--- src/wt_cache_pkg.sv ---
`default_nettype none

package wt_cache_pkg;

  //////////////////////////////
  // geometry
  //////////////////////////////

  // word addresses, one word per line
  localparam int unsigned ADDR_W    = 16;
  localparam int unsigned DATA_W    = 32;
  localparam int unsigned IDX_W     = 4;
  localparam int unsigned TAG_W     = ADDR_W - IDX_W;
  localparam int unsigned NUM_LINES = 2 ** IDX_W;

  typedef logic [ADDR_W-1:0] addr_t;
  typedef logic [DATA_W-1:0] word_t;
  typedef logic [TAG_W-1:0]  tag_t;

  //////////////////////////////
  // state encodings
  //////////////////////////////

  // shared by both cache controllers
  typedef enum logic [2:0] {
    C_IDLE,
    C_LOOKUP,
    C_MEM_REQ,
    C_MEM_REL,
    C_CPU_ACK
  } cache_state_e;

  // memory adapter
  typedef enum logic [1:0] {
    A_IDLE,
    A_GRANT_I,
    A_GRANT_D,
    A_RELEASE
  } arb_state_e;

  // last winner of the round robin
  typedef enum logic {
    G_ICACHE,
    G_DCACHE
  } grant_e;

endpackage

`default_nettype wire

--- src/cache_mem_if.sv ---
`timescale 1ns/1ps
`default_nettype none

interface cache_mem_if;

  import wt_cache_pkg::*;

  // four-phase req/ack link between a cache and the adapter
  logic  req;
  logic  we;
  addr_t addr;
  word_t wdata;
  logic  ack;
  // valid while ack is high on a read
  word_t rdata;

  // cache side
  modport requester (
    output req,
    output we,
    output addr,
    output wdata,
    input  ack,
    input  rdata
  );

  // adapter side
  modport responder (
    input  req,
    input  we,
    input  addr,
    input  wdata,
    output ack,
    output rdata
  );

endinterface

`default_nettype wire

--- src/wt_icache.sv ---
`timescale 1ns/1ps
`default_nettype none

module wt_icache (
  input  wire logic                clk_i,
  input  wire logic                rst_n_i,
  input  wire logic                flush_i,
  input  wire logic                cpu_req_i,
  input  wire wt_cache_pkg::addr_t cpu_addr_i,
  output logic                     cpu_ack_o,
  output wt_cache_pkg::word_t      cpu_rdata_o,
  output logic                     miss_o,
  cache_mem_if.requester           mem
);

  import wt_cache_pkg::*;

  cache_state_e         state_q;
  logic [NUM_LINES-1:0] valid_q;
  tag_t                 tag_mem [NUM_LINES];
  word_t                data_mem [NUM_LINES];
  addr_t                addr_q;
  word_t                rdata_q;
  logic [IDX_W-1:0]     idx;
  tag_t                 tag;
  logic                 hit;

  // lookup on the latched address
  assign idx = addr_q[IDX_W-1:0];
  assign tag = addr_q[ADDR_W-1:IDX_W];
  assign hit = valid_q[idx] && (tag_mem[idx] == tag);

  assign cpu_ack_o   = (state_q == C_CPU_ACK);
  assign cpu_rdata_o = rdata_q;
  assign miss_o      = (state_q == C_LOOKUP) && !hit;

  // refill reads only
  assign mem.req   = (state_q == C_MEM_REQ);
  assign mem.we    = 1'b0;
  assign mem.addr  = addr_q;
  assign mem.wdata = '0;

  //////////////////////////////
  // controller
  //////////////////////////////

  always_ff @(posedge clk_i) begin
    if (!rst_n_i) begin
      state_q <= C_IDLE;
      valid_q <= '0;
    end else begin
      case (state_q)
        C_IDLE: begin
          if (cpu_req_i) begin
            state_q <= C_LOOKUP;
          end else if (flush_i) begin
            // invalidate every line at once
            valid_q <= '0;
          end
        end
        C_LOOKUP: begin
          state_q <= hit ? C_CPU_ACK : C_MEM_REQ;
        end
        C_MEM_REQ: begin
          if (mem.ack) begin
            state_q      <= C_MEM_REL;
            valid_q[idx] <= 1'b1;
          end
        end
        C_MEM_REL: begin
          if (!mem.ack) begin
            state_q <= C_CPU_ACK;
          end
        end
        C_CPU_ACK: begin
          if (!cpu_req_i) begin
            state_q <= C_IDLE;
          end
        end
        default: state_q <= C_IDLE;
      endcase
    end
  end

  //////////////////////////////
  // arrays and payload
  //////////////////////////////

  always_ff @(posedge clk_i) begin
    if (state_q == C_IDLE && cpu_req_i) begin
      addr_q <= cpu_addr_i;
    end
    if (state_q == C_LOOKUP && hit) begin
      rdata_q <= data_mem[idx];
    end
    // line fill with the returned word
    if (state_q == C_MEM_REQ && mem.ack) begin
      tag_mem[idx]  <= tag;
      data_mem[idx] <= mem.rdata;
      rdata_q       <= mem.rdata;
    end
  end

endmodule

`default_nettype wire

--- src/wt_dcache.sv ---
`timescale 1ns/1ps
`default_nettype none

module wt_dcache (
  input  wire logic                clk_i,
  input  wire logic                rst_n_i,
  input  wire logic                cpu_req_i,
  input  wire logic                cpu_we_i,
  input  wire wt_cache_pkg::addr_t cpu_addr_i,
  input  wire wt_cache_pkg::word_t cpu_wdata_i,
  output logic                     cpu_ack_o,
  output wt_cache_pkg::word_t      cpu_rdata_o,
  output logic                     miss_o,
  cache_mem_if.requester           mem
);

  import wt_cache_pkg::*;

  cache_state_e         state_q;
  logic [NUM_LINES-1:0] valid_q;
  tag_t                 tag_mem [NUM_LINES];
  word_t                data_mem [NUM_LINES];
  addr_t                addr_q;
  word_t                wdata_q;
  logic                 we_q;
  word_t                rdata_q;
  logic [IDX_W-1:0]     idx;
  tag_t                 tag;
  logic                 hit;

  assign idx = addr_q[IDX_W-1:0];
  assign tag = addr_q[ADDR_W-1:IDX_W];
  assign hit = valid_q[idx] && (tag_mem[idx] == tag);

  assign cpu_ack_o   = (state_q == C_CPU_ACK);
  assign cpu_rdata_o = rdata_q;
  // read and write misses both count
  assign miss_o      = (state_q == C_LOOKUP) && !hit;

  // every write and every read miss goes out on the link
  assign mem.req   = (state_q == C_MEM_REQ);
  assign mem.we    = we_q;
  assign mem.addr  = addr_q;
  assign mem.wdata = wdata_q;

  //////////////////////////////
  // controller
  //////////////////////////////

  always_ff @(posedge clk_i) begin
    if (!rst_n_i) begin
      state_q <= C_IDLE;
      valid_q <= '0;
    end else begin
      case (state_q)
        C_IDLE: begin
          if (cpu_req_i) begin
            state_q <= C_LOOKUP;
          end
        end
        C_LOOKUP: begin
          // only a read hit is served locally
          if (!we_q && hit) begin
            state_q <= C_CPU_ACK;
          end else begin
            state_q <= C_MEM_REQ;
          end
        end
        C_MEM_REQ: begin
          if (mem.ack) begin
            state_q <= C_MEM_REL;
            if (!we_q) begin
              valid_q[idx] <= 1'b1;
            end
          end
        end
        C_MEM_REL: begin
          if (!mem.ack) begin
            state_q <= C_CPU_ACK;
          end
        end
        C_CPU_ACK: begin
          if (!cpu_req_i) begin
            state_q <= C_IDLE;
          end
        end
        default: state_q <= C_IDLE;
      endcase
    end
  end

  //////////////////////////////
  // arrays and payload
  //////////////////////////////

  always_ff @(posedge clk_i) begin
    if (state_q == C_IDLE && cpu_req_i) begin
      addr_q  <= cpu_addr_i;
      we_q    <= cpu_we_i;
      wdata_q <= cpu_wdata_i;
    end
    if (state_q == C_LOOKUP) begin
      if (we_q) begin
        rdata_q <= wdata_q;
        // write hit keeps the line in step with memory
        if (hit) begin
          data_mem[idx] <= wdata_q;
        end
      end else if (hit) begin
        rdata_q <= data_mem[idx];
      end
    end
    // write miss leaves the arrays alone
    if (state_q == C_MEM_REQ && mem.ack && !we_q) begin
      tag_mem[idx]  <= tag;
      data_mem[idx] <= mem.rdata;
      rdata_q       <= mem.rdata;
    end
  end

endmodule

`default_nettype wire

--- src/wt_mem_adapter.sv ---
`timescale 1ns/1ps
`default_nettype none

module wt_mem_adapter (
  input  wire logic                clk_i,
  input  wire logic                rst_n_i,
  cache_mem_if.responder           ic,
  cache_mem_if.responder           dc,
  output logic                     mem_req_o,
  output logic                     mem_we_o,
  output wt_cache_pkg::addr_t      mem_addr_o,
  output wt_cache_pkg::word_t      mem_wdata_o,
  input  wire logic                mem_ack_i,
  input  wire wt_cache_pkg::word_t mem_rdata_i
);

  import wt_cache_pkg::*;

  arb_state_e state_q;
  grant_e     last_q;
  logic       pick_ic;

  // icache wins unless only dcache asks, or icache won last time
  assign pick_ic = ic.req && (!dc.req || (last_q == G_DCACHE));

  //////////////////////////////
  // arbiter FSM
  //////////////////////////////

  always_ff @(posedge clk_i) begin
    if (!rst_n_i) begin
      state_q <= A_IDLE;
      last_q  <= G_DCACHE;
    end else begin
      case (state_q)
        A_IDLE: begin
          if (pick_ic) begin
            state_q <= A_GRANT_I;
            last_q  <= G_ICACHE;
          end else if (dc.req) begin
            state_q <= A_GRANT_D;
            last_q  <= G_DCACHE;
          end
        end
        // hold until the whole handshake has closed
        A_GRANT_I: begin
          if (!ic.req && !mem_ack_i) begin
            state_q <= A_RELEASE;
          end
        end
        A_GRANT_D: begin
          if (!dc.req && !mem_ack_i) begin
            state_q <= A_RELEASE;
          end
        end
        default: state_q <= A_IDLE;
      endcase
    end
  end

  //////////////////////////////
  // port mux and ack steering
  //////////////////////////////

  always_comb begin
    mem_req_o   = 1'b0;
    mem_we_o    = 1'b0;
    mem_addr_o  = '0;
    mem_wdata_o = '0;
    ic.ack      = 1'b0;
    ic.rdata    = '0;
    dc.ack      = 1'b0;
    dc.rdata    = '0;
    case (state_q)
      A_GRANT_I: begin
        mem_req_o   = ic.req;
        mem_we_o    = ic.we;
        mem_addr_o  = ic.addr;
        mem_wdata_o = ic.wdata;
        ic.ack      = mem_ack_i;
        ic.rdata    = mem_rdata_i;
      end
      A_GRANT_D: begin
        mem_req_o   = dc.req;
        mem_we_o    = dc.we;
        mem_addr_o  = dc.addr;
        mem_wdata_o = dc.wdata;
        dc.ack      = mem_ack_i;
        dc.rdata    = mem_rdata_i;
      end
      default: ;
    endcase
  end

endmodule

`default_nettype wire

--- src/wt_cache_subsystem.sv ---
`timescale 1ns/1ps
`default_nettype none

module wt_cache_subsystem (
  input  wire logic                clk_i,
  input  wire logic                rst_n_i,
  // instruction side
  input  wire logic                ic_flush_i,
  input  wire logic                ic_req_i,
  input  wire wt_cache_pkg::addr_t ic_addr_i,
  output logic                     ic_ack_o,
  output wt_cache_pkg::word_t      ic_rdata_o,
  output logic                     ic_miss_o,
  // data side
  input  wire logic                dc_req_i,
  input  wire logic                dc_we_i,
  input  wire wt_cache_pkg::addr_t dc_addr_i,
  input  wire wt_cache_pkg::word_t dc_wdata_i,
  output logic                     dc_ack_o,
  output wt_cache_pkg::word_t      dc_rdata_o,
  output logic                     dc_miss_o,
  // external memory
  output logic                     mem_req_o,
  output logic                     mem_we_o,
  output wt_cache_pkg::addr_t      mem_addr_o,
  output wt_cache_pkg::word_t      mem_wdata_o,
  input  wire logic                mem_ack_i,
  input  wire wt_cache_pkg::word_t mem_rdata_i
);

  // cache to adapter links
  cache_mem_if ic_mem ();
  cache_mem_if dc_mem ();

  //////////////////////////////
  // caches
  //////////////////////////////

  wt_icache u_icache (
    .clk_i       (clk_i),
    .rst_n_i     (rst_n_i),
    .flush_i     (ic_flush_i),
    .cpu_req_i   (ic_req_i),
    .cpu_addr_i  (ic_addr_i),
    .cpu_ack_o   (ic_ack_o),
    .cpu_rdata_o (ic_rdata_o),
    .miss_o      (ic_miss_o),
    .mem         (ic_mem.requester)
  );

  wt_dcache u_dcache (
    .clk_i       (clk_i),
    .rst_n_i     (rst_n_i),
    .cpu_req_i   (dc_req_i),
    .cpu_we_i    (dc_we_i),
    .cpu_addr_i  (dc_addr_i),
    .cpu_wdata_i (dc_wdata_i),
    .cpu_ack_o   (dc_ack_o),
    .cpu_rdata_o (dc_rdata_o),
    .miss_o      (dc_miss_o),
    .mem         (dc_mem.requester)
  );

  //////////////////////////////
  // memory port
  //////////////////////////////

  wt_mem_adapter u_adapter (
    .clk_i       (clk_i),
    .rst_n_i     (rst_n_i),
    .ic          (ic_mem.responder),
    .dc          (dc_mem.responder),
    .mem_req_o   (mem_req_o),
    .mem_we_o    (mem_we_o),
    .mem_addr_o  (mem_addr_o),
    .mem_wdata_o (mem_wdata_o),
    .mem_ack_i   (mem_ack_i),
    .mem_rdata_i (mem_rdata_i)
  );

endmodule

`default_nettype wire

--- config.mk ---
export PLATFORM = sky130hd
export DESIGN_NAME = wt_cache_subsystem
export DESIGN_NICKNAME = d
export VERILOG_FILES = /design/src/wt_cache_pkg.sv /design/src/cache_mem_if.sv /design/src/wt_icache.sv /design/src/wt_dcache.sv /design/src/wt_mem_adapter.sv /design/src/wt_cache_subsystem.sv
export SDC_FILE = /design/constraint.sdc
export NUM_CORES = 1
export LEC_CHECK = 0
export BUFFER_PORTS_ARGS = -buffer_cell sky130_fd_sc_hd__buf_2
export CAP_MARGIN = 20
export CELL_PAD_IN_SITES_DETAIL_PLACEMENT = 1
export CELL_PAD_IN_SITES_GLOBAL_PLACEMENT = 1
export CORE_ASPECT_RATIO = 1.2
export CORE_MARGIN = 5
export CORE_UTILIZATION = 51
export CTS_BUF_LIST = sky130_fd_sc_hd__clkbuf_2
export CTS_CLUSTER_DIAMETER = 120
export DETAILED_ROUTE_END_ITERATION = 7
export GPL_TIMING_DRIVEN = 0
export PLACE_DENSITY_LB_ADDON = 0.1
export SLEW_MARGIN = 15
export SYNTH_ARGS = -nofsm -noshare
export SYNTH_HDL_FRONTEND = slang
export SYNTH_SLANG_ARGS = --single-unit
--- constraint.sdc ---
create_clock -name clk_i -period 5 [get_ports clk_i]
set_input_delay 1 -clock clk_i [delete_from_list [all_inputs] [get_ports clk_i]]
set_output_delay 1 -clock clk_i [all_outputs]
set_load 0.005 [all_outputs]
* Yosys cells after proc, flatten, opt, wreduce, memory -nomap -nowiden
Memory sizes are Yosys's and may differ from the RTL's. A register that Yosys moved wholly into a read port is not among the register bits. Cells that the tools add are included. Widths: inputs -> output; s select.
Cells by class: order comparisons 4, equality and inequality tests 25, mux-type cells 55, bitwise gates (word level) 4, reduce and logical (&&, ||, !) cells 38
Operators by type and width (count):
- $mux 32 | 8
- $pmux 16 s2 | 2
- $mux 16 | 3
- $or 16x16->16 | 2
- $mux 3 | 10
- $pmux 3 s5 | 2
- $eq 12x12->1 | 2
- $ne 2x2->1 const B | 10
- $mux 1 | 17
- $logic_and 1x1->1 | 16
- $eq 3x2->1 const B | 4
- $mux 4 | 3
- $reduce_and 4->1 | 3
- $lt 4x5->1 const B | 2
- $bmux 1 s4 | 2
- $demux 1 s4 | 2
- $ge 4x1->1 const B | 2
- $mux 2 | 4
- $reduce_bool 2->1 | 4
- $eq 3x1->1 const B | 2
- $eq 3x3->1 const B | 2
- $logic_not 1->1 | 6
- $logic_not 3->1 | 2
- $pmux 2 s3 | 1
- 12 further kinds | 15
Word-level totals: register bits 138, memory bits (writable) 1408, bits of input ports 103, output and inout port bits 118, memories 4
Memory list:
- u_dcache.data_mem | words 16, bits a word 32, rd ports 1, clocked after memory_dff 1, wr ports 1, RTL line wt_dcache.sv:22 | word_t data_mem [NUM_LINES];
- u_icache.data_mem | words 16, bits a word 32, rd ports 1, clocked after memory_dff 1, wr ports 1, RTL line wt_icache.sv:21 | word_t data_mem [NUM_LINES];
- u_dcache.tag_mem | words 16, bits a word 12, rd ports 1, clocked after memory_dff 1, wr ports 1, RTL line wt_dcache.sv:21 | tag_t tag_mem [NUM_LINES];
- u_icache.tag_mem | words 16, bits a word 12, rd ports 1, clocked after memory_dff 1, wr ports 1, RTL line wt_icache.sv:20 | tag_t tag_mem [NUM_LINES];

* Longest topological paths before layout
Gate-level depths: netlist of run 1.
word-level depth 8, depth in mapped cells 12

* Hierarchy
From an unflattened synthesis of run 1, not the netlist that was laid out.
Second synthesis, totals: cell total of the unflattened synthesis 2952, area total of the unflattened synthesis 62702.6 um^2
Modules (own cells, without submodules):
- wt_dcache | instances 1, cells an instance 1440, area each 31333.8 um^2
- wt_icache | instances 1, cells an instance 1297, area each 29936.2 um^2
- wt_mem_adapter | instances 1, cells an instance 215, area each 1432.6 um^2

* Least setup slack after synthesis of run 1
No wires, ideal clock.
path kind in2reg, start in mem_ack_i, end mem u_icache.data_mem[12][0] (netlist name) (enable), setup time 0.500 ns, arrival 4.875 ns, setup slack -0.374 ns, stages 6, cells stage by stage and3_1 > clkbuf_1 > and2_1 > clkbuf_1 > nand3_1 > nor3_1
Between the ends: word-level cells in the longest chain between the ends 4
Ends and longest elaborated chain:
- from (decl) | RTL line wt_cache_subsystem.sv:27 | input wire logic mem_ack_i,
- $mux 1 | RTL line wt_mem_adapter.sv:74 | case (state_q)
- $logic_and 1x1->1 | RTL line wt_icache.sv:97 | if (state_q == C_MEM_REQ && mem.ack) begin
- $mux 1 | RTL line wt_icache.sv:97
- $mux 1 (not written as such) | RTL line wt_icache.sv:99 | data_mem[idx] <= mem.rdata;
- to (decl) | RTL line wt_icache.sv:21
Every way passes these cells.

==> metrics.txt, run 1 <==
RSZ-0062 raised after global routing=yes; startpoint types=register; ys async rst share=0; largest family of logic cells by synthesized area=multiplexers; Cells after Synth=2879; Least-Margin Pin Slew=1166 ps; antenna-violating nets left=0; share of the synthesized area in the top cell type=0.7475; required time worst endpoint=approximately 4000 ps; GRT Residual Overflow=0; DRT iter0 DRCs=3335; final worst slack=-252.9 ps; Slew headroom=0.2225; setup_tns=-389.7 ps; Max rail drop VDD=0.0002329 V; Port-buffer cells=220; Net count, final=slightly below 4000; layout cells sized above 1=0.3739; Hold Slack=235.7 ps; GRT Overall Usage=0.2792; Avg Inst Size Synth=21.45 um2; die area=between 100000 and 150000 um2; Leak=24.90 nW; effective utilization at floorplan=0.5146; Post-synth EDFFs=between 1500 and 2000; pre-CTS setup slack=21.26 ps; I/O Pins=~220; count of final hold-check violations=0; post-DP HPWL=approximately 120000 um; Yosys warnings=0; number of global-route vias before repair=approximately 37000; sequential area share after synthesis=0.7633; most frequent cell after synthesis=edfxtp_1; Root Driver=clkbuf_2; Final Slew Violations=0; Avg Vias per Cell=between 6 and 7; failing checks=setup timing; Adder-Cell Fraction of Synth Area=0.0008105; Tightest Hold Check Type=in2reg; Syn Nets=2986; worst skew pair latency=1750 ps; core area=roughly 120000 um2; xor-xnor portion of the synthesized cell area=0.003688; FP Rows=139; minimum clock period=5253 ps; Final Util=0.6109; CTS Buffer Depth=4; post-synthesis simple-gate area fraction=0.03388; DIE HEIGHT=a little under 400 um; final setup vio count=2; first-pass GRT wire length=256000 um; power per cell area=363.1 nW/um2; mux contribution to synthesized area=0.1707; vias post-DR=34070; max cap viols=0; synth unique cells=51; pin count of the biggest net entering global routing=24; initial antenna violation count=10; Synth Area in Compound Gates=0.01510; Crit Path Category=reg2out; Synth Flop Type=edfxtp_1; Layout area overhead=18.72%; clk sinks=roughly 1600; FF+latch count, synth=1586; Layout Cells excl Fill=about 5600; period utilization=1.051; clk_skew=147.7 ps; main area contributors after synthesis=edfxtp_1, mux4_2, dfxtp_1; CP arrival=4250 ps; gpl congestion=0.7758; fmax=190.4 MHz; WL/cell=roughly 32 um; clock-pin transition on the worst setup and hold timing paths=120 ps; DRT Wirelength=around 180000 um; Placed Instances=4766; status=complete, but fails checks; CP Max Fanout=4; synth cell count leaders=edfxtp_1, mux4_2, nand2_1, clkbuf_1, mux2i_1; DRC Markers=0; width of the die=approximately 330 um; detailed-router iteration count before antenna repair=6; Setup crit end kind=output port; mapped cell area=61750 um2; area leader, netlist=edfxtp_1; CTS buffer count=396; CTS tree=yes; H-tree levels=5
==> report_power, final <==
| group | switching, W | internal [W] | total (W) |
|---|---|---|---|
| clock network | 0.00515 | 0.00315 | 0.00830 |
| registers | 0.000184 | 0.0149 | 0.0151 |
| logic | 0.00181 | 0.00139 | 0.00320 |
==> final timing paths <==
kind                        from                  endpoint  slack (ps)  cells past startpoint
max                     register                 ic_miss_o        -250                     10
min                      rst_n_i      u_adapter.state_q[1]         240                      3
max reg2reg  u_dcache.state_q[2]  u_dcache.data_mem[3][15]         210                      8
min reg2reg  u_dcache.valid_q[1]       u_dcache.valid_q[1]         470                      1
==> stage by stage <==
step | instance area, um2 | total power (W)
2_1_floorplan | 61780 | 0.01717
3_3_place_gp | 64820 | 0.01816
3_5_place_dp | 67600 | 0.01834
4_1_cts | 73210 | 0.02676
5_1_grt | 73300 | 0.02784
6_report | 73310 | 0.02662
==> cells by family (layout without fill, tap and decap cells) <==
logic type | count (synthesis) | in the layout
xor+xnor | 26 | 26
buf+inv | 159 | 1348
fa+ha+maj | 4 | 4
other cells | 0 | 4
simple gates | 444 | 444
compound gates | 144 | 144
mux | 516 | 516
flops | 1586 | 1586
==> cells in the final DEF, fill, tap and decap left out, types with 9 or more instances in the layout <==
cell type,synthesis,routed
o21a_1,17,17
nand2_1,215,214
mux2i_1,82,78
buf_6,6,21
and3_1,9,9
clkinv_2,1,20
nor2_1,64,33
o21ai_0,38,37
edfxtp_1,1537,1537
mux4_1,10,10
clkinv_1,0,89
nor2b_1,27,27
buf_2,33,242
buf_1,17,13
clkbuf_2,0,558
clkbuf_1,88,68
dfxtp_1,49,41
a21oi_1,39,24
mux4_2,416,416
a21oi_4,0,14
nand3_1,9,9
dlygate4sd3_1,0,168
buf_4,3,28
xor2_1,21,21
buf_8,2,39
nand2b_1,10,10
a22oi_1,27,23
nor2_2,0,17
buf_12,0,25
buf_16,0,55
nor2_4,0,14
and2_1,70,70
==> sequential cells by signal, indices dropped and copies added (netlist names), 2 cells and up, named ones only <==
name	count
u_dcache.tag_mem	192
u_icache.tag_mem	192
u_dcache.cpu_rdata_o	32
u_dcache.data_mem	512
u_adapter.state_q	2
u_dcache.mem.wdata	32
u_dcache.state_q	3
u_dcache.valid_q	16
u_icache.valid_q	16
u_icache.state_q	3
u_dcache.mem.addr	16
u_icache.data_mem	512
u_icache.cpu_rdata_o	32
u_icache.mem.addr	16
==> cell type report <==
type	instances	area, um2
clock buffer	551	2758
tap	1551	1941
inverter	5	20.02
sequential	1586	47150
multi-input combinational	1134	14380
fill	10410	46700
antenna	4	10.01
timing repair buffer	531	5485
clock inverter	116	564.3
buffer	145	994.7
==> critical path, stage by stage (launching register included) <==
cell	delay [ps]
dfxtp_4	390
buf_12	120
buf_6	130
mux4_2	500
mux2i_1	160
mux2i_1	120
xor2_1	190
nor4_1	330
nand4_1	230
nor3b_4	230
buf_2	160
==> what timing repair did <==
action	in CTS	in global routing
gates cloned	1	0
gates resized for setup	110	13
setup buffers	22	2
pin swaps	14	7
hold buffers	168	0
endpoints found under the setup margin	57	2
hold endpoints to repair	1054	0
==> routing by layer <==
layer  share of wire  vias up  track usage  routed length (um)
met4           0.024        0      0.08349                4253
met3           0.070      278      0.05586               12450
met5               0        -            0                   0
met2            0.53     1594       0.4902               93150
met1            0.38    18240       0.3563               67360
li1                -    13970            -                   -
Note: power is estimated with default switching activity, not from simulation.
==> run 2: changes to the inputs <==
Settings changed: HOLD_SLACK_MARGIN set to 0.12, SETUP_SLACK_MARGIN set to 0.02.
==> run 2 against run 1 <==
Compared with the run above: the run still ends with setup timing left; first-iteration DRC count fell by 2.8%; non-clock buffer count rose by 23; critical path type unchanged; die area did not move; critical endpoint unchanged; largest cell class unchanged; worst hold slack improved by 110 ps; highest routed layer unchanged; flip-flop and latch count did not move.
==> metrics.txt, run 2 (synthesized netlist as in run 1, its figures left out) <==
status=complete, but fails checks; failing checks=setup timing; Hold Path Origin=mem_ack_i; initial antenna violation count=12 (+2); most common cell after layout, fill and taps aside=edfxtp_1; Largest regs=u_dcache.data_mem: 512 flops, u_icache.data_mem: 512 flops; Cell Chain, Critical Path=buf_12, mux4_2, mux2i_2, mux2i_1, xor2_1, nor3_2, nand4_1, nor3b_4, buf_2; DRT Wirelength=178500 um (+0.73%); H-tree levels=5 (unchanged); RR Endpoint=u_dcache.data_mem[3][15]; first-pass GRT wire length=257400 um (+0.55%); CTS buffer count=396 (unchanged); Port-buffer cells=220 (unchanged); Final Util=0.6128 (+0.001908); DRC Markers=0 (unchanged); number of cells on the critical path=9 (-1); FF-to-FF path depth=8 (unchanged); max cap viols=0 (unchanged); power per cell area=362.2 nW/um2 (-0.24%); Crit path max-delay family=multiplexers; setup_tns=-369.5 ps (+20.20 ps); fmax=190.3 MHz (about the same); CP arrival=4260 ps (about the same); minimum clock period=5255 ps (+2.490 ps); antenna-violating nets left=0 (unchanged); Layout area overhead=19.09%; final worst slack=-255.4 ps (-2.490 ps); most frequent cells in the layout=edfxtp_1, clkbuf_2, mux4_2; layout cells sized above 1=0.3715 (-0.002347); Slowest-stage cell, CP=mux4_2; die area=128200 um2 (unchanged); count of final hold-check violations=0 (unchanged); CTS tree=yes; final setup vio count=2 (unchanged); FP Rows=139 (unchanged); CP Max Fanout=10 (+6); Final Slew Violations=0 (unchanged); Largest stage delay, worst path=510 ps (about the same); Root Driver=clkbuf_2; effective utilization at floorplan=0.5146 (unchanged); filler instances=10420 (+0.086%); Setup crit end kind=output port; I/O Pins=221 (unchanged); Least-Margin Pin Slew=1165 ps (-1.597 ps); RSZ-0062 raised after global routing=yes; DIE HEIGHT=391.2 um (unchanged); final instance area=73530 um2 (+0.31%); DRT iter0 DRCs=3243 (-2.8%); Hold Slack=349.0 ps (+113.3 ps); startpoint types=register; detailed-router iteration count before antenna repair=5 (-1); GRT Overall Usage=0.2809 (+0.001695); Crit Path Category=reg2out; GRT Residual Overflow=0 (unchanged); Avg Vias per Cell=6.055 (about the same); core area=120000 um2 (unchanged); reg2reg setup slack=220 ps (about the same); CTS Buffer Depth=4 (unchanged); Tightest Hold Check Type=in2reg; clk_skew=137.0 ps (-10.77 ps); number of global-route vias before repair=37320 (+0.28%); Leak=24.99 nW (+0.35%); required time worst endpoint=4000 ps (about the same); worst skew pair latency=1740 ps (about the same); WL/cell=31.62 um (+0.34%); Net count, final=3929 (+0.59%); vias post-DR=34180 (+0.31%); CP endpoint=ic_miss_o; r2r startpoint=u_dcache.state_q[2]; gpl congestion=0.7758 (unchanged); Area after DPL=67600 um2 (unchanged); period utilization=1.051 (about the same); pin count of the biggest net entering global routing=24 (unchanged); Max rail drop VDD=0.0002330 V (about the same); clk sinks=1586 (unchanged); post-DP HPWL=117700 um (unchanged); crit path buf inv count=2 (-1); Slew headroom=0.2236 (+0.001064); width of the die=327.6 um (unchanged); clock-pin transition on the worst setup and hold timing paths=120 ps (about the same)
-- run 2: cell count changes in the layout (fill, tap and decap cells not counted), moves of 2 or more --
| cell | previous run | this run |
|---|---|---|
| dfxtp_2 | 5 | 3 |
| dfxtp_1 | 41 | 43 |
| buf_12 | 25 | 20 |
| buf_4 | 28 | 26 |
| a22oi_2 | 4 | 6 |
| buf_8 | 39 | 44 |
| dlygate4sd3_1 | 168 | 193 |
| a22oi_1 | 23 | 21 |
-- run 2: layout make-up --
type / count / area [um2] / share of cell area
multi-input cells: 1134 / 14400 / 0.1958
inverters: 5 / 20.02 / 0.0002722
flip-flops and latches: 1586 / 47150 / 0.6412
repair buffers: 553 / 5700 / 0.07752
clock buffers: 551 / 2758 / 0.03750
diodes: 3 / 7.507 / 0.0001021
clock inverters: 116 / 564.3 / 0.007674
plain buffers: 146 / 992.2 / 0.01349
well taps: 1551 / 1941 / 0.02639
-- run 2: how the worst min path moves through the flow --
stage	to	slack (ps)	cells past startpoint
2_1_floorplan	u_icache.valid_q[10]	430	2
3_3_place_gp	u_dcache.valid_q[14]	440	1
3_5_place_dp	u_dcache.valid_q[8]	450	1
4_1_cts	u_icache.cpu_rdata_o[21]	120	4
5_1_grt	u_icache.cpu_rdata_o[9]	190	4
6_report	u_icache.state_q[1]	350	5
-- run 2: per-layer routing --
metal / global-route usage / wire (um) / up-vias
met1: 0.3577 / 66880 / 18290
li1: - / - / 14010
met3: 0.05819 / 13650 / 278
met5: 0 / 0 / -
met4: 0.08396 / 4371 / 0
met2: 0.4925 / 93590 / 1606
-- run 2: stage by stage --
stage | setup slack (ps) | cells | total power (W)
2_1_floorplan | 46.09 | 2879 | 0.01717
3_3_place_gp | -3421 | 4650 | 0.01816
3_5_place_dp | 21.26 | 4766 | 0.01834
4_1_cts | -405.5 | 5639 | 0.02678
5_1_grt | -487.8 | 5644 | 0.02787
6_report | -255.4 | 5645 | 0.02663
-- run 2: worst min-delay path, stage by stage --
cell           delay, ps
dlygate4sd3_1        560
buf_2                190
nand2_1               80
a31oi_1               80
o21a_1               100
-- run 2: report_power, final --
group | total [W] | internal (W) | switching (W)
registers | 0.0151 | 0.0149 | 0.000184
clock network | 0.00830 | 0.00315 | 0.00515
logic | 0.00322 | 0.00140 | 0.00183
-- run 2: what timing repair did --
| action | CTS | global route |
|---|---|---|
| hold buffers | 193 | 0 |
| resized for setup | 111 | 10 |
| setup endpoints to repair | 88 | 2 |
| gates cloned | 1 | 0 |
| endpoints found under the hold margin | 1235 | 0 |
| pin swaps | 13 | 5 |
| buffers inserted | 20 | 1 |
